===== src/verilog/l2_pkg.sv =====
package l2_pkg;

	// ========================================
	// cache geometry
	// ========================================
	localparam int WAYS = 4;
	localparam int SETS_LOG2 = 5;
	localparam int SETS = 1 << SETS_LOG2;
	localparam int TAG_W = 7;
	localparam int OFFSET_W = 4;
	localparam int LINE_NUM_W = TAG_W + SETS_LOG2;
	localparam int LINE_W = 128;

	typedef logic [1:0] way_t;
	typedef logic [1:0] age_t;  // 0 is the most recently used way

	// ========================================
	// address decoding
	// ========================================
	typedef struct packed {
		logic [TAG_W-1:0] tag;
		logic [SETS_LOG2-1:0] index;
		logic [OFFSET_W-1:0] offset;
	} addr_fields_t;

	// the line number is tag and index together, as memory sees it
	typedef struct packed {
		logic [LINE_NUM_W-1:0] line;
		logic [OFFSET_W-1:0] offset;
	} addr_line_t;

	typedef union packed {
		addr_fields_t f;
		addr_line_t l;
	} l2_addr_u;

	typedef enum logic [1:0] {
		st_idle,
		st_check,
		st_writeback,
		st_fill
	} l2_state_e;

endpackage


===== src/verilog/l2_update_if.sv =====
`timescale 1ns/1ps

interface l2_update_if;

	// per-way write enables, one hot
	logic [l2_pkg::WAYS-1:0] tag_we;
	logic [l2_pkg::WAYS-1:0] valid_we;
	logic [l2_pkg::WAYS-1:0] dirty_we;
	logic [l2_pkg::WAYS-1:0] data_we;
	logic dirty_val;
	logic fill_sel;  // set when the line comes from physical memory
	logic lru_touch;
	l2_pkg::way_t touch_way;

	modport ctrl (
		output tag_we, valid_we, dirty_we, data_we,
		output dirty_val, fill_sel, lru_touch, touch_way
	);

	modport tag (
		input tag_we, valid_we, dirty_we, dirty_val
	);

	modport lru (
		input lru_touch, touch_way
	);

	modport data (
		input data_we, fill_sel
	);

endinterface

===== src/verilog/l2_lru_stage.sv =====
`timescale 1ns/1ps

module l2_lru_stage (
	input  logic clk,
	input  logic arst_n,
	input  logic [l2_pkg::SETS_LOG2-1:0] index,
	l2_update_if.lru upd,
	input  logic [l2_pkg::WAYS-1:0] valid_vec,
	output l2_pkg::way_t victim_way
);

	l2_pkg::age_t ages [l2_pkg::SETS][l2_pkg::WAYS];
	l2_pkg::age_t touched_age;

	assign touched_age = ages[index][upd.touch_way];

	// ages within a set always stay a permutation of 0..3
	always_ff @(posedge clk or negedge arst_n) begin
		if (!arst_n) begin
			for (int s = 0; s < l2_pkg::SETS; s++) begin
				for (int w = 0; w < l2_pkg::WAYS; w++) begin
					ages[s][w] <= l2_pkg::age_t'(w);
				end
			end
		end else if (upd.lru_touch) begin
			for (int w = 0; w < l2_pkg::WAYS; w++) begin
				if (l2_pkg::way_t'(w) == upd.touch_way) begin
					ages[index][w] <= '0;
				end else if (ages[index][w] < touched_age) begin
					ages[index][w] <= ages[index][w] + 1'b1;  // younger ways move back one
				end
			end
		end
	end

	// an empty way is preferred over evicting anything
	always_comb begin
		victim_way = '0;
		for (int w = l2_pkg::WAYS - 1; w >= 0; w--) begin
			if (ages[index][w] == l2_pkg::age_t'(l2_pkg::WAYS - 1)) begin
				victim_way = l2_pkg::way_t'(w);
			end
		end
		for (int w = l2_pkg::WAYS - 1; w >= 0; w--) begin
			if (!valid_vec[w]) begin
				victim_way = l2_pkg::way_t'(w);
			end
		end
	end

endmodule


===== src/flat_wrapper.sv =====
// flat-port wrapper written by rule: the top's interface ports become plain ports
module l2_lru_stage_flat 
  (clk, arst_n, index, valid_vec, victim_way, upd_lru_touch, upd_touch_way);
  l2_update_if upd_i ();
  input  logic clk;
  input  logic arst_n;
  input  logic [l2_pkg::SETS_LOG2-1:0] index;
  input  logic [l2_pkg::WAYS-1:0] valid_vec;
  output l2_pkg::way_t victim_way;
  input wire logic [$bits(upd_i.lru_touch)-1:0] upd_lru_touch;
  input wire logic [$bits(upd_i.touch_way)-1:0] upd_touch_way;
  assign upd_i.lru_touch = upd_lru_touch;
  assign upd_i.touch_way = upd_touch_way;
  l2_lru_stage u_core (.clk(clk), .arst_n(arst_n), .index(index), .upd(upd_i), .valid_vec(valid_vec), .victim_way(victim_way));
endmodule

===== config.mk =====
export PLATFORM = sky130hd
export DESIGN_NAME = l2_lru_stage_flat
export DESIGN_NICKNAME = d
export VERILOG_FILES = /design/src/verilog/l2_pkg.sv /design/src/verilog/l2_update_if.sv /design/src/verilog/l2_lru_stage.sv /design/src/flat_wrapper.sv
export SDC_FILE = /design/constraint.sdc
export NUM_CORES = 1
export LEC_CHECK = 0
export BUFFER_PORTS_ARGS = -buffer_cell sky130_fd_sc_hd__buf_2
export CAP_MARGIN = 20
export CORE_ASPECT_RATIO = 1.2
export CORE_MARGIN = 2
export CORE_UTILIZATION = 40
export CTS_BUF_LIST = sky130_fd_sc_hd__clkbuf_4
export CTS_CLUSTER_SIZE = 30
export DETAILED_ROUTE_END_ITERATION = 6
export PLACE_DENSITY_LB_ADDON = 0.1
export RECOVER_POWER = 100
export SYNTH_ARGS = -nofsm -noshare
export SYNTH_HDL_FRONTEND = slang
export SYNTH_SLANG_ARGS = --single-unit

===== constraint.sdc =====
create_clock -name clk -period 4 [get_ports clk]
set_input_delay 0.2 -clock clk [delete_from_list [all_inputs] [get_ports clk]]
set_output_delay 0.2 -clock clk [all_outputs]
set_load 0.1 [all_outputs]

# --- Word-level counts from Yosys, hierarchy flattened ---
# Cells that the tools add are included.
word_totals:
  regBits: 256
  input_bits: 14
  out_inout_bits: 2
classes:
  add_sub_neg: 4
  n_lt_le_gt_ge: 7
  eq_ne: 7
  muxes: 37
  bitwise_logic: 10
  n_reduce_logical: 2
op_table:
  columns: ["operator", "count"]
  rows:
  - ["256-bit 2-to-1 mux", 11]
  - ["256-bit bitwise AND", 4]
  - ["256-bit bitwise mux", 4]
  - ["256-bit NOT", 4]
  - ["8-bit demux with 5-bit select", 4]
  - ["8-bit binary-select mux with 5-bit select", 1]
  - ["8-bit 2-to-1 mux", 3]
  - ["2-bit 2-to-1 mux", 11]
  - ["2-bit by 1-bit adder with 2-bit output, second input constant", 4]
  - ["2-bit == test, second input constant", 4]
  - ["2-bit less-than comparator", 4]
  - ["6-bit greater-or-equal comparator, second input constant", 1]
  - ["6-bit by 1-bit less-than comparator with 1-bit output, second input constant", 1]
  - ["6-bit 2-to-1 mux", 1]
  - ["5-bit NOT with 6-bit output", 1]
  - ["2-bit binary-select mux with 2-bit select", 1]
  - ["2-bit == test, first input constant", 2]
  - ["4-bit 2-to-1 mux", 1]
  - ["3-bit greater-or-equal comparator, second input constant", 1]
  - ["2-bit NOT with 3-bit output", 1]
  - ["1-bit by 2-bit == test with 1-bit output, first input constant", 1]
  - ["2-bit logical NOT", 1]
  - ["1-bit logical AND", 1]

# --- Longest topological paths before layout ---
# Gate-level depths: netlist (run 1).
logic_depth:
  ltp_word: 22
  ltp_mapped: 19

# --- Worst setup path before layout (run 1) ---
# Ideal clock, no wire load.
synth_path:
  path_kind: "in2out"
  from: "input index[1] in the netlist's numbering"
  to: "output victim_way[0]"
  t_arrival_ns: 4.586
  path_slack_ns: -0.786
  cell_stages: 13
  cell_sequence: "clkbuf_1 -> buf_6 -> buf_6 -> buf_2 -> mux4_2 -> mux4_2 -> mux2_2 -> ha_1 -> inv_1 -> a21oi_1 -> o21ai_0 -> nand2_1 -> a21boi_0"
synth_between:
  elab_chain_len: 13
  elab_cells_between_ends: 16
  cone_classes: "eq/ne: 4; mux: 11; bitwise: 1"
synth_rtl:
  columns: ["element", "line", "text"]
  rows:
  - ["from (decl)", "flat_wrapper.sv:7", "input logic [l2_pkg::SETS_LOG2-1:0] index;"]
  - ["5-bit NOT with 6-bit output (implied by the code) (*)", "l2_lru_stage.sv:40", "if (ages[index][w] == l2_pkg::age_t'(l2_pkg::WAYS - 1)) begin"]
  - ["8-bit binary-select mux with 5-bit select (*)", "l2_lru_stage.sv:40", null]
  - ["8-bit 2-to-1 mux (implied by the code) (*) (2 in a row)", "l2_lru_stage.sv:40", null]
  - ["2-bit == test", "l2_lru_stage.sv:40", null]
  - ["2-bit 2-to-1 mux (3 in a row)", "l2_lru_stage.sv:40", null]
  - ["2-bit 2-to-1 mux (*)", "l2_lru_stage.sv:40", null]
  - ["2-bit 2-to-1 mux (*) (4 in a row)", "l2_lru_stage.sv:45", "if (!valid_vec[w]) begin"]
  - ["to (decl)", "flat_wrapper.sv:9", "output l2_pkg::way_t victim_way;"]
# Mark *: on every way between the ends. The rest lies on a longest branch, timed or not. The select of a mux whose other input is x is not followed.

# --- Final worst setup path (run 1) ---
layout_path:
  from: "register u_core.ages[131] in the netlist's numbering"
  to: "register u_core.ages[145] in the netlist's numbering"
layout_between:
  elab_chain_len: 21
  elab_cells_between_ends: 28
  cone_classes: "add/sub: 1; order compare: 4; mux: 20; bitwise: 3"
layout_rtl:
  columns: ["element", "line", "text"]
  rows:
  - ["from (decl)", "l2_lru_stage.sv:12", "l2_pkg::age_t ages [l2_pkg::SETS][l2_pkg::WAYS];"]
  - ["from (signal, indexed assignment)", "l2_lru_stage.sv:22", "ages[s][w] <= l2_pkg::age_t'(w);"]
  - ["from (signal, indexed assignment)", "l2_lru_stage.sv:30", "ages[index][w] <= ages[index][w] + 1'b1;"]
  - ["8-bit binary-select mux with 5-bit select (*)", "l2_lru_stage.sv:15, l2_lru_stage.sv:29, l2_lru_stage.sv:30", null]
  - ["8-bit 2-to-1 mux (implied by the code) (*) (2 in a row)", "l2_lru_stage.sv:29, l2_lru_stage.sv:30", null]
  - ["2-bit binary-select mux with 2-bit select", "l2_lru_stage.sv:15", "assign touched_age = ages[index][upd.touch_way];"]
  - ["2-bit 2-to-1 mux (implied by the code) (2 in a row)", "l2_lru_stage.sv:15", null]
  - ["2-bit less-than comparator", "l2_lru_stage.sv:29", "end else if (ages[index][w] < touched_age) begin"]
  - ["256-bit 2-to-1 mux", "l2_lru_stage.sv:29", null]
  - ["256-bit 2-to-1 mux", "l2_lru_stage.sv:27", "if (l2_pkg::way_t'(w) == upd.touch_way) begin"]
  - ["256-bit 2-to-1 mux", "l2_lru_stage.sv:25", "end else if (upd.lru_touch) begin"]
  - ["[3 not listed]", null, null]
  - ["256-bit 2-to-1 mux", "l2_lru_stage.sv:25", null]
  - ["256-bit bitwise mux", "l2_lru_stage.sv:30", null]
  - ["256-bit 2-to-1 mux", "l2_lru_stage.sv:29", null]
  - ["256-bit 2-to-1 mux", "l2_lru_stage.sv:27", null]
  - ["256-bit 2-to-1 mux", "l2_lru_stage.sv:25", null]
  - ["256-bit bitwise mux", "l2_lru_stage.sv:30", null]
  - ["256-bit 2-to-1 mux", "l2_lru_stage.sv:29", null]
  - ["256-bit 2-to-1 mux (*)", "l2_lru_stage.sv:27", null]
# Marked as above.
# A chain may end at the register's enable or synchronous reset.

==> results of run 1 <==
synthesized netlist by cell type (all sizes together), types with 5 or more instances:
cell type / number
a22oi: 8
buf: 44
clkbuf: 71
dfrtp: 128
dfstp: 128
ha: 8
mux2: 257
mux2i: 66
mux4: 35
nand2: 48
nand4: 5
nor2: 46
nor2b: 5
nor3: 34
nor4: 8
o21ai: 98
o22ai: 36
o41ai: 96
or2: 5
power by group:
group	switching (W)	leakage, nW	internal (W)
combinational	0.000225	4.26	0.000101
clock	0.00111	0.552	0.00127
sequential	0	3.11	0.00260
total	0.00134	7.92	0.00397
worst min-delay path, cell delays in order:
cell	delay, ns
sky130_fd_sc_hd__buf_2	0.18
sky130_fd_sc_hd__nand2_1	0.17
sky130_fd_sc_hd__inv_1	0.13
sky130_fd_sc_hd__a2111oi_4	0.05
sky130_fd_sc_hd__buf_12	0.15
sky130_fd_sc_hd__mux2_2	0.27
layer usage:
layer / wire (um) / track usage, %
met2: 24170 / 42.46
met5: 13 / 0
met4: 2772 / 15.08
met1: 21460 / 34.66
met3: 3563 / 6.453
layout make-up:
cell class | count | area (sq um) | share of cell area [%]
inverters | 3 | 11.26 | 0.06263
repair buffers | 208 | 1886 | 10.49
clock inverters | 14 | 55.05 | 0.3062
multi-input cells | 803 | 8019 | 44.60
diodes | 1 | 2.502 | 0.01392
clock buffers | 113 | 848.3 | 4.718
well taps | 474 | 593.1 | 3.298
flip-flops and latches | 256 | 6566 | 36.52
cell families (layout without fill, tap and decap cells):
group / count (synthesis) / count (layout) / share of synthesized area [%]
mux: 358 / 358 / 28.95
flops: 256 / 256 / 43.78
compound gates: 254 / 254 / 16.16
simple gates: 183 / 183 / 6.623
buf+inv: 118 / 338 / 3.820
fa+ha+maj: 8 / 8 / 0.6674
other cells: 0 / 1 / 0
timing repair:
action                                  CTS  global route
hold buffers                              1             0
pin swaps                                 0             0
endpoints found under the setup margin   23            19
endpoints found under the hold margin   108             0
resized for setup                         1            12
worst paths after layout:
check	startpoint	end	slack, ns	cells after the start
max	u_core.ages[131]	u_core.ages[145]	0.06	13
min	upd_touch_way[0]	u_core.ages[208]	0.37	6
max reg2reg	u_core.ages[131]	u_core.ages[145]	0.06	13
min reg2reg	u_core.ages[10]	u_core.ages[10]	0.49	1
max in group asynchronous	arst_n	u_core.ages[117]	1.17	3
min in group asynchronous	arst_n	u_core.ages[2]	0.82	2
layout by cell type (no fill, tap or decap), types with 4 or more instances in the layout:
cell type / instances
sky130_fd_sc_hd__buf_4: 165
sky130_fd_sc_hd__nor3_1: 18
sky130_fd_sc_hd__buf_12: 28
sky130_fd_sc_hd__o22ai_1: 32
sky130_fd_sc_hd__nor3_2: 16
sky130_fd_sc_hd__nor2_1: 44
sky130_fd_sc_hd__o21ai_0: 98
sky130_fd_sc_hd__mux2_1: 20
sky130_fd_sc_hd__mux2i_1: 66
sky130_fd_sc_hd__nand2_1: 47
sky130_fd_sc_hd__o41ai_2: 83
sky130_fd_sc_hd__clkinv_1: 10
sky130_fd_sc_hd__a2111oi_4: 4
sky130_fd_sc_hd__or2_2: 5
sky130_fd_sc_hd__buf_2: 10
sky130_fd_sc_hd__ha_1: 5
sky130_fd_sc_hd__mux2_2: 237
sky130_fd_sc_hd__dfstp_2: 128
sky130_fd_sc_hd__clkbuf_4: 113
sky130_fd_sc_hd__o41ai_1: 13
sky130_fd_sc_hd__o22ai_2: 4
sky130_fd_sc_hd__a22oi_1: 8
sky130_fd_sc_hd__nand4_1: 5
sky130_fd_sc_hd__mux4_2: 35
sky130_fd_sc_hd__dfrtp_1: 128
sky130_fd_sc_hd__nor4_2: 6
metrics by stage:
stage	utilization [%]	TNS, ns	instances
finish	48.73	0	1872
detailed placement	46.13	-52.27	1743
floorplan	-	-2.202	1177
CTS	48.61	0	1871
global placement	46.13	-55.03	1743
global route	48.73	-0.0005613	1872
==> metrics.txt, run 1 <==
count of buffers added by post-CTS timing repair for setup 0; post-synthesis net count 1199; worst slew margin relative to its limit -88.60%; Reg with most FFs u_core.ages; overall power after layout 0.005308 W; via total after detailed routing 11280; RSZ-0062 raised after global routing true; Worst Setup Start Kind flip-flop; number of H-tree levels 3; number of vias per cell after detailed routing around 6; largest registers in the final layout u_core.ages: 256 flops; clock tree from TritonCTS yes; first-pass GRT wire length 77800 um; Post-Synthesis Mean Instance Area 12.74 sq um; total number of yosys warnings 0; number of distinct library cell variants in the gate-level netlist after synthesis between 50 and 60; number of synthesized register bits 256; slowest CP cell sky130_fd_sc_hd__mux4_2; total global routing track utilization between 20% and 30%; Slew Viols, Final 111; cell area after synthesis 0.01500 sq mm; Critical Path Max Stage Delay 0.51 ns; Highest Clock Rate 253.7 MHz; dominant cells by area after synthesis sky130_fd_sc_hd__dfstp_2 22%, sky130_fd_sc_hd__dfrtp_1 21%, sky130_fd_sc_hd__mux2_2 18%, sky130_fd_sc_hd__o41ai_2 9.0%, sky130_fd_sc_hd__mux4_2 5.3%; Crit path buffers/inverters 3; run status complete, but fails checks; Site Rows 77; Max Root-Sink Buffers 3; Tightest Pin Transition around 2.8 ns; Detail Placement HPWL 37380 um; Critical Path Fanout Max 32; Required @ worst endpoint 4.72 ns; Synth top area share 22.42%; CP delay by family, top multiplexers; share of the cycle needed by the critical path after routing 98.54%; worst-path cell chain mux4_2 > mux4_2 > mux2_2 > mux4_2 > inv_2 > ha_1 > nand2_1 > a21oi_1 > a21o_1 > buf_12 > nor3_1 > buf_4 > mux2_2; final hold slack 0.3727 ns; nets 1366; final WL between 50000 and 60000 um; critical path endpoint category flip-flop; CTS Buf Count 72; per-cell routed wire length 27.77 um; total die area slightly below 0.04 sq mm; min Tclk post-route between 3 and 4 ns; maximum number of pins on one net before global-route repair ~110; placed standard-cell area 0.01702 sq mm; failing checks capacitance limit, slew limit; die outline height between 200 and 250 um; power density over the cells 295.2 mW/mm^2; largest voltage drop on the vdd net 0.2106 mV; register area share after synthesis a little over two fifths; Most Frequent Cell on Critical Path sky130_fd_sc_hd__mux4_2; Synth Flop Type sky130_fd_sc_hd__dfstp_2; total of buffers placed on input and output ports 15; GR Overflow Total 0; area of the core 0.03690 sq mm; leakage power of the design 7.918 nW; fraction of synthesis flops using an asynchronous set or reset pin 100.0%; pre-CTS setup slack -0.3609 ns; Initial Util 40.65%; max reg flops 256; number of search-and-repair iterations in the first detailed-routing pass 6; count of final setup violators 0; number of flops mapped to enable cells by yosys 0; data arrival time of the critical path 4.66 ns; number of global-route vias before repair 11700; remaining design rule violation count 0; routability congestion estimate 0.9733; kind of critical path reg2reg; area grow syn2layout 19.88%; final hold viol count 0; initial antenna violation count 2; setup clock skew after layout 0.04981 ns; clock root cell sky130_fd_sc_hd__clkbuf_4; Post-Syn Instances about 1200; horizontal extent of the die around 180 um; final critical-path setup slack 0.05853 ns; clock sink count 256; later-pin clock latency in the skew report around 0.8 ns; Boundary Pins 16; HP Class in2reg; post-synthesis cell type with the largest combined area sky130_fd_sc_hd__dfstp_2; Fillers 3379; number of nets with antenna violations after detailed routing 0; Reg clk slew, reported paths 0.06 ns; share of post-route cells with drive strength above 1 61.49%; summed area of non-filler cells in the final layout 0.01798 sq mm; number of violations reported at the end of detailed-routing iteration 0 1019; max-capacitance violation count 1
Note: power is estimated with default switching activity, not from simulation.
==> run 2, diff against run 1 <==
--- a/config.mk
+++ b/config.mk
@@ -5,6 +5,7 @@
 export SDC_FILE = /design/constraint.sdc
 export NUM_CORES = 1
 export LEC_CHECK = 0
+export ABC_AREA = 1
 export BUFFER_PORTS_ARGS = -buffer_cell sky130_fd_sc_hd__buf_2
 export CAP_MARGIN = 20
 export CORE_ASPECT_RATIO = 1.2
@@ -13,6 +14,7 @@
 export CTS_BUF_LIST = sky130_fd_sc_hd__clkbuf_4
 export CTS_CLUSTER_SIZE = 30
 export DETAILED_ROUTE_END_ITERATION = 6
+export GPL_TIMING_DRIVEN = 0
 export PLACE_DENSITY_LB_ADDON = 0.1
 export RECOVER_POWER = 100
 export SYNTH_ARGS = -nofsm -noshare
==> run 2 against run 1 <==
Against the previous run: utilization fell by 3.6 points; the run still ends with capacitance limit, slew limit left; critical path type is now in2out; total power grew 17%; synthesized cell count rose to 2.7 times the previous value; critical path depth increased by 3.
==> metrics.txt, run 2 <==
run status complete, but fails checks; failing checks capacitance limit, slew limit; number of H-tree levels 3 (unchanged); share of total power in combinational logic 11.9% (+5.7 points); total die area 0.05027 sq mm (+29%); share of post-route cells with drive strength above 1 12.46% (-49 points); dominant cell by count in the synthesized netlist sky130_fd_sc_hd__nand2_1; largest voltage drop on the vdd net 0.1481 mV (-30%); area fraction in compound gates after synthesis 7.174% (-9.0 points); slowest CP cell sky130_fd_sc_hd__a21oi_1; Slew Viols, Final 51 (-54%); highest-count cells in the layout ignoring fill and taps 1223 x sky130_fd_sc_hd__nand2_1, 770 x sky130_fd_sc_hd__nand3_1, 260 x sky130_fd_sc_hd__nor2_1, 159 x sky130_fd_sc_hd__clkbuf_1; max-capacitance violation count 1 (unchanged); first-pass GRT wire length 141900 um (+82%); Boundary Pins 16 (unchanged); GR Overflow Total 0 (unchanged); post-synthesis share of cell area spent on full adders, half adders and majority gates 0.5161% (-0.15 points); cell area after synthesis 0.01939 sq mm (+29%); maximum number of pins on one net before global-route repair 109 (-2.7%); total number of yosys warnings 0 (unchanged); Most Frequent Cell on Critical Path sky130_fd_sc_hd__buf_2; routability congestion estimate 0.9490 (-2.5%); dominant cells by area after synthesis sky130_fd_sc_hd__nand2_1 24%, sky130_fd_sc_hd__nand3_1 20%, sky130_fd_sc_hd__dfstp_2 17%, sky130_fd_sc_hd__dfrtp_1 17%, sky130_fd_sc_hd__nor2_1 5.1%; Highest Clock Rate 251.8 MHz (-0.74%); multiplexer area fraction after synthesis 0% (-29 points); critical path endpoint category primary output; HP Class in2reg; via total after detailed routing 24070 (+110%); later-pin clock latency in the skew report 0.87 ns (+0.07 ns); overall power after layout 0.006204 W (+17%); Max Root-Sink Buffers 3 (unchanged); placed standard-cell area 0.02040 sq mm (+20%); initial antenna violation count 5 (+3); total global routing track utilization 38.16% (+11 points); Synth Flop Type sky130_fd_sc_hd__dfstp_2; number of nets with antenna violations after detailed routing 0 (unchanged); final core utilization 45.09% (-3.6 points); CTS Buf Count 79 (+9.7%); share of the cycle needed by the critical path after routing 99.28% (+0.74 points); Seq pwr share 41.8% (-7.1 points); Tightest Pin Transition 3.032 ns (+0.2030 ns); setup clock skew after layout 0.06538 ns (+0.01557 ns); Synth top area share 23.69% (+1.3 points); Post-Synthesis Mean Instance Area 6.072 sq um (-52%); post-synthesis cell type with the largest combined area sky130_fd_sc_hd__nand2_1; pre-CTS setup slack -2.384 ns (-2.023 ns); min Tclk post-route 3.971 ns (+0.02958 ns); Fillers 5214 (+54%); number of violations reported at the end of detailed-routing iteration 0 3564 (+250%); summed area of non-filler cells in the final layout 0.02164 sq mm (+20%); final WL 96780 um (+86%); most frequent standard cell in the layout excluding fill and tap cells sky130_fd_sc_hd__nand2_1; area fraction in and, or, nand and nor cells after synthesis 50.27% (+44 points); area of the core 0.04801 sq mm (+30%); kind of critical path in2out; Critical Path Max Stage Delay 0.46 ns (-0.05 ns); remaining design rule violation count 0 (unchanged); number of search-and-repair iterations in the first detailed-routing pass 6 (unchanged); largest registers in the final layout u_core.ages: 256 flops; clock root cell sky130_fd_sc_hd__clkbuf_4; leakage power of the design 10.56 nW (+33%); per-cell routed wire length 24.23 um (-13%); max reg flops 256 (unchanged); Post-Syn Instances 3194 (+170%); final critical-path setup slack 0.02895 ns (-0.02958 ns); Reg with most FFs u_core.ages; xor-xnor portion of the synthesized cell area 0% (unchanged); post-synthesis net count 3216 (+170%); number of distinct library cell variants in the gate-level netlist after synthesis 25 (-54%); number of synthesized register bits 256 (unchanged); switching power summed over all nets 0.002016 W (+51%); clock tree from TritonCTS yes; horizontal extent of the die 205.0 um (+13%); worst slew margin relative to its limit -102.1% (-14 points); Commonest cells post-synth 1224 x sky130_fd_sc_hd__nand2_1, 770 x sky130_fd_sc_hd__nand3_1, 262 x sky130_fd_sc_hd__nor2_1; final hold viol count 0 (unchanged); number of flops mapped to enable cells by yosys 0 (unchanged); main combinational cell family by area after synthesis simple AND/OR/NAND/NOR gates; area grow syn2layout 11.61%; final hold slack 0.06785 ns (-0.3049 ns); switching portion of total power 32.49% (+7.3 points); data arrival time of the critical path 3.77 ns (-0.89 ns); worst-path cell chain buf_2 > nand2_4 > clkinvlp_4 > buf_2 > buf_2 > clkbuf_4 > a22oi_1 > a21oi_1 > nor4_2 > nand2_1 > ha_1 > nor2_1 > nor3_2 > o21ai_0 > nor2_1 > clkbuf_4; nets 3326 (+140%); register area share after synthesis 33.86% (-9.9 points); Critical Path Fanout Max 10 (-69%); Reg clk slew, reported paths 0.06 ns (about the same); die outline height 245.2 um (+13%); Required @ worst endpoint 3.80 ns (-0.92 ns); Initial Util 40.40% (-0.25 points); power density over the cells 286.6 mW/mm^2 (-2.9%); internal power of the cells 0.004188 W (+5.4%); Detail Placement HPWL 68280 um (+83%); RSZ-0062 raised after global routing false; fraction of synthesis flops using an asynchronous set or reset pin 100.0% (unchanged); number of vias per cell after detailed routing 6.026 (about the same); Worst Setup Start Kind input port; clock sink count 256 (unchanged); number of global-route vias before repair 22230 (+90%); clock share of power 46.2% (+1.3 points); total of buffers placed on input and output ports 15 (unchanged); Site Rows 88 (+14%); count of final setup violators 0 (unchanged)
## run 2: cell types whose count changed after synthesis, moves of 49 or more
cell / change
sky130_fd_sc_hd__mux2_2: -237
sky130_fd_sc_hd__a21oi_1: +125
sky130_fd_sc_hd__a22oi_1: +56
sky130_fd_sc_hd__o41ai_2: -83
sky130_fd_sc_hd__nand2_1: +1176
sky130_fd_sc_hd__inv_1: +90
sky130_fd_sc_hd__mux2i_1: -66
sky130_fd_sc_hd__o21ai_0: -49
sky130_fd_sc_hd__nand3_1: +768
sky130_fd_sc_hd__clkbuf_1: +114
sky130_fd_sc_hd__nor2_1: +216
## run 2: area by class of cell
cell class / count / area (sq um) / share of cell area (%)
repair buffers: 31 / 259.0 / 1.197
plain buffers: 269 / 1275 / 5.891
clock buffers: 119 / 893.4 / 4.127
inverters: 99 / 379.1 / 1.752
well taps: 630 / 788.3 / 3.642
diodes: 1 / 2.502 / 0.01156
multi-input cells: 2568 / 11350 / 52.42
flip-flops and latches: 256 / 6566 / 30.34
clock inverters: 21 / 135.1 / 0.6243
## run 2: routing by layer
metal	up-vias	track usage [%]	wire length, um
met3	420	9.705	11140
met2	1615	56.00	40890
met4	6	26.17	7037
li1	10720	-	-
met5	-	0	32
met1	11310	48.97	37680
## run 2: timing repair
| item | CTS | global route |
|---|---|---|
| setup buffers | 4 | 0 |
| hold endpoints to repair | 116 | 0 |
| hold buffers | 2 | 0 |
| pin swaps | 1 | 3 |
| gates resized for setup | 33 | 71 |
| endpoints found under the setup margin | 258 | 246 |
| cloned | 0 | 0 |
## run 2: metrics by stage
stage          TNS (ns)  std cells
5_1_grt               0       3994
4_1_cts               0       3992
2_1_floorplan         0       3194
6_report              0       3994
3_3_place_gp    -983.07       3839
3_5_place_dp    -567.57       3848
## run 2: cells by family after synthesis
family,after synthesis
flip-flops,256
AO/OA/AOI/OAI,246
buffers and inverters,370
adder cells (fa/ha/maj),8
AND/OR/NAND/NOR,2314
## run 2: final timing paths
kind / start / end / slack [ns] / depth (start not counted)
min reg2reg: u_core.ages[248] / u_core.ages[248] / 0.48 / 2
min: upd_lru_touch / u_core.ages[136] / 0.07 / 4
min in group asynchronous: arst_n / u_core.ages[8] / 1.85 / 2
max in group asynchronous: arst_n / u_core.ages[143] / 0.62 / 3
max: index[0] / victim_way[1] / 0.03 / 16
max reg2reg: u_core.ages[29] / u_core.ages[151] / 0.32 / 17
## run 2: power groups by stage
stage | registers, W | clock network (W) | logic (W)
2_1_floorplan | 0.00264 | 0 | 0.000323
3_3_place_gp | 0.00264 | 0 | 0.000677
3_5_place_dp | 0.00264 | 0 | 0.000690
4_1_cts | 0.00260 | 0.00291 | 0.000703
5_1_grt | 0.00259 | 0.00304 | 0.000754
6_report | 0.00260 | 0.00287 | 0.000740
## run 2: worst max-delay path, delay by kind of cell
family / cells / cell delay (ns)
and+or+nand+nor: 6 / 0.82
AOI/OAI and AO/OA: 3 / 0.72
buffers and inverters: 6 / 1.76
adders and majority gates: 1 / 0.23
==> run 3, diff against run 2 <==
--- a/config.mk
+++ b/config.mk
@@ -10,12 +10,12 @@
 export CAP_MARGIN = 20
 export CORE_ASPECT_RATIO = 1.2
 export CORE_MARGIN = 2
-export CORE_UTILIZATION = 40
+export CORE_UTILIZATION = 45
 export CTS_BUF_LIST = sky130_fd_sc_hd__clkbuf_4
 export CTS_CLUSTER_SIZE = 30
 export DETAILED_ROUTE_END_ITERATION = 6
 export GPL_TIMING_DRIVEN = 0
-export PLACE_DENSITY_LB_ADDON = 0.1
+export PLACE_DENSITY = 0.64
 export RECOVER_POWER = 100
 export SYNTH_ARGS = -nofsm -noshare
 export SYNTH_HDL_FRONTEND = slang
==> run 3 against run 2 <==
Against the previous run: critical path type unchanged; total power down 4.3%; non-clock buffer count unchanged; maximum frequency down 2.8%; clock skew up 0.0045 ns; worst hold slack better by 0.083 ns; the flow finishes with violations (DRC, capacitance limit, slew limit, setup timing); critical path depth down 1; worst setup slack worse by 0.11 ns; sequential share of layout area up 0.42 points.
==> metrics.txt, run 3 (synthesis results as in run 2) <==
Critical Path Max Stage Delay 0.39 ns (-0.07 ns); placed standard-cell area 0.02024 sq mm (-0.79%); Required @ worst endpoint 3.80 ns (about the same); number of global-route vias before repair 22330 (+0.45%); Max Root-Sink Buffers 3 (unchanged); CTS Buf Count 77 (-2.5%); per-cell routed wire length 23.50 um (-3.0%); clock root cell sky130_fd_sc_hd__clkbuf_4; clock sink count 256 (unchanged); GR Overflow Total 0 (unchanged); highest-count cells in the layout ignoring fill and taps 1226 x sky130_fd_sc_hd__nand2_1, 770 x sky130_fd_sc_hd__nand3_1, 260 x sky130_fd_sc_hd__nor2_1, 171 x sky130_fd_sc_hd__clkbuf_1; Slew Viols, Final 110 (+120%); run status complete, but fails checks; number of vias per cell after detailed routing 6.091 (+1.1%); number of nets with antenna violations after detailed routing 0 (unchanged); summed area of non-filler cells in the final layout 0.02135 sq mm (-1.4%); Site Rows 83 (-5.7%); worst-path cell chain clkbuf_2 > buf_4 > nand2_2 > clkinvlp_4 > buf_4 > clkbuf_4 > a22oi_1 > a21oi_1 > nor4_4 > nand4_1 > ha_1 > nor3_2 > o21ai_0 > nor2_1 > buf_4; leakage power of the design 10.45 nW (-1.1%); via total after detailed routing 23830 (-1.0%); first-pass GRT wire length 136100 um (-4.1%); failing checks DRC, capacitance limit, slew limit, setup timing; routability congestion estimate 1.025 (+8.0%); Reg clk slew, reported paths 0.07 ns (about the same); most frequent standard cell in the layout excluding fill and tap cells sky130_fd_sc_hd__nand2_1; count of final setup violators 40 (+40); later-pin clock latency in the skew report 0.87 ns (about the same); final hold viol count 0 (unchanged); Initial Util 45.44% (+5.0 points); share of post-route cells with drive strength above 1 11.52% (-0.94 points); total global routing track utilization 40.24% (+2.1 points); Fillers 4458 (-14%); total of buffers placed on input and output ports 15 (unchanged); min Tclk post-route 4.084 ns (+0.1127 ns); number of violations reported at the end of detailed-routing iteration 0 3418 (-4.1%); setup clock skew after layout 0.06988 ns (+0.004496 ns); Highest Clock Rate 244.9 MHz (-2.8%); max-capacitance violation count 1 (unchanged); total die area 0.04478 sq mm (-11%); number of search-and-repair iterations in the first detailed-routing pass 7 (+1); critical path endpoint category primary output; slowest CP cell sky130_fd_sc_hd__nor4_4; Reg with most FFs u_core.ages; area grow syn2layout 10.07%; Boundary Pins 16 (unchanged); Critical Path Fanout Max 10 (unchanged); max reg flops 256 (unchanged); largest voltage drop on the vdd net 0.2576 mV (+74%); die outline height 231.4 um (-5.6%); worst slew margin relative to its limit -102.9% (-0.75 points); HP Class in2reg; share of the cycle needed by the critical path after routing 102.1% (+2.8 points); data arrival time of the critical path 3.88 ns (+0.11 ns); kind of critical path in2out; maximum number of pins on one net before global-route repair 111 (+1.8%); Tightest Pin Transition 3.043 ns (+0.01133 ns); area of the core 0.04268 sq mm (-11%); final critical-path setup slack -0.08375 ns (-0.1127 ns); final WL 91920 um (-5.0%); horizontal extent of the die 193.5 um (-5.6%); nets 3324 (-0.060%); number of H-tree levels 3 (unchanged); Detail Placement HPWL 64830 um (-5.1%); largest registers in the final layout u_core.ages: 256 flops; power density over the cells 278.2 mW/mm^2 (-2.9%); remaining design rule violation count 3 (+3); Worst Setup Start Kind input port; Most Frequent Cell on Critical Path sky130_fd_sc_hd__buf_4; clock tree from TritonCTS yes; initial antenna violation count 1 (-4); overall power after layout 0.005939 W (-4.3%)
-- run 3: critical path, delay by kind of cell --
family          cells  cell delay [ns]
fa+ha+maj           1             0.34
simple gates        5             1.36
buf+inv             6             1.46
compound gates      3             0.49
-- run 3: worst paths after layout --
kind | startpoint | slack [ns] | to | depth (start not counted)
min reg2reg | u_core.ages[139] | 0.48 | u_core.ages[139] | 2
min | index[1] | 0.15 | u_core.ages[192] | 9
max in group asynchronous | arst_n | 0.77 | u_core.ages[13] | 3
max | index[1] | -0.08 | victim_way[1] | 15
min in group asynchronous | arst_n | 0.89 | u_core.ages[94] | 2
max reg2reg | u_core.ages[189] | 0.27 | u_core.ages[23] | 15
-- run 3: cell type report --
| cell class | count | area (sq um) | area share, % |
|---|---|---|---|
| repair buffers | 29 | 216.5 | 1.014 |
| inverters | 99 | 379.1 | 1.776 |
| clock buffers | 112 | 840.8 | 3.939 |
| multi-input cells | 2568 | 11300 | 52.93 |
| clock inverters | 24 | 92.59 | 0.4337 |
| flip-flops and latches | 256 | 6566 | 30.76 |
| diodes | 1 | 2.502 | 0.01172 |
| plain buffers | 271 | 1259 | 5.897 |
| well taps | 552 | 690.7 | 3.235 |
-- run 3: where the power goes --
part	switching, W	internal [W]
registers	0	0.00260
clock network	0.00135	0.00128
logic	0.000604	0.000109
total	0.00196	0.00398
-- run 3: timing repair --
| action | 4_1_cts | 5_1_grt |
|---|---|---|
| endpoints found under the hold margin | 113 | 0 |
| pin swaps | 0 | 3 |
| setup buffers | 1 | 4 |
| hold buffers | 2 | 0 |
| resized for setup | 38 | 26 |
| setup endpoints to repair | 258 | 245 |
-- run 3: per-stage QoR --
step | setup WS [ns] | cells | TNS [ns] | hold slack, ns | util, %
global placement | -2.497 | 3761 | -957.75 | 0.4611 | 47.23
CTS | 0.02518 | 3904 | 0 | 0.04107 | 49.88
finish | -0.08375 | 3912 | -0.7030 | 0.1504 | 50.01
detailed placement | -2.453 | 3765 | -597.10 | 0.3656 | 47.41
global route | -0.007622 | 3912 | -0.01096 | 0.1900 | 50.01
floorplan | 0.1535 | 3194 | 0 | -0.09559 | -
-- run 3: routing by layer --
| layer | track usage [%] | routed length, um |
|---|---|---|
| met1 | 50.92 | 35180 |
| met2 | 59.65 | 38690 |
| met3 | 10.59 | 11100 |
| met4 | 28.48 | 6954 |
| met5 | 0 | 0 |
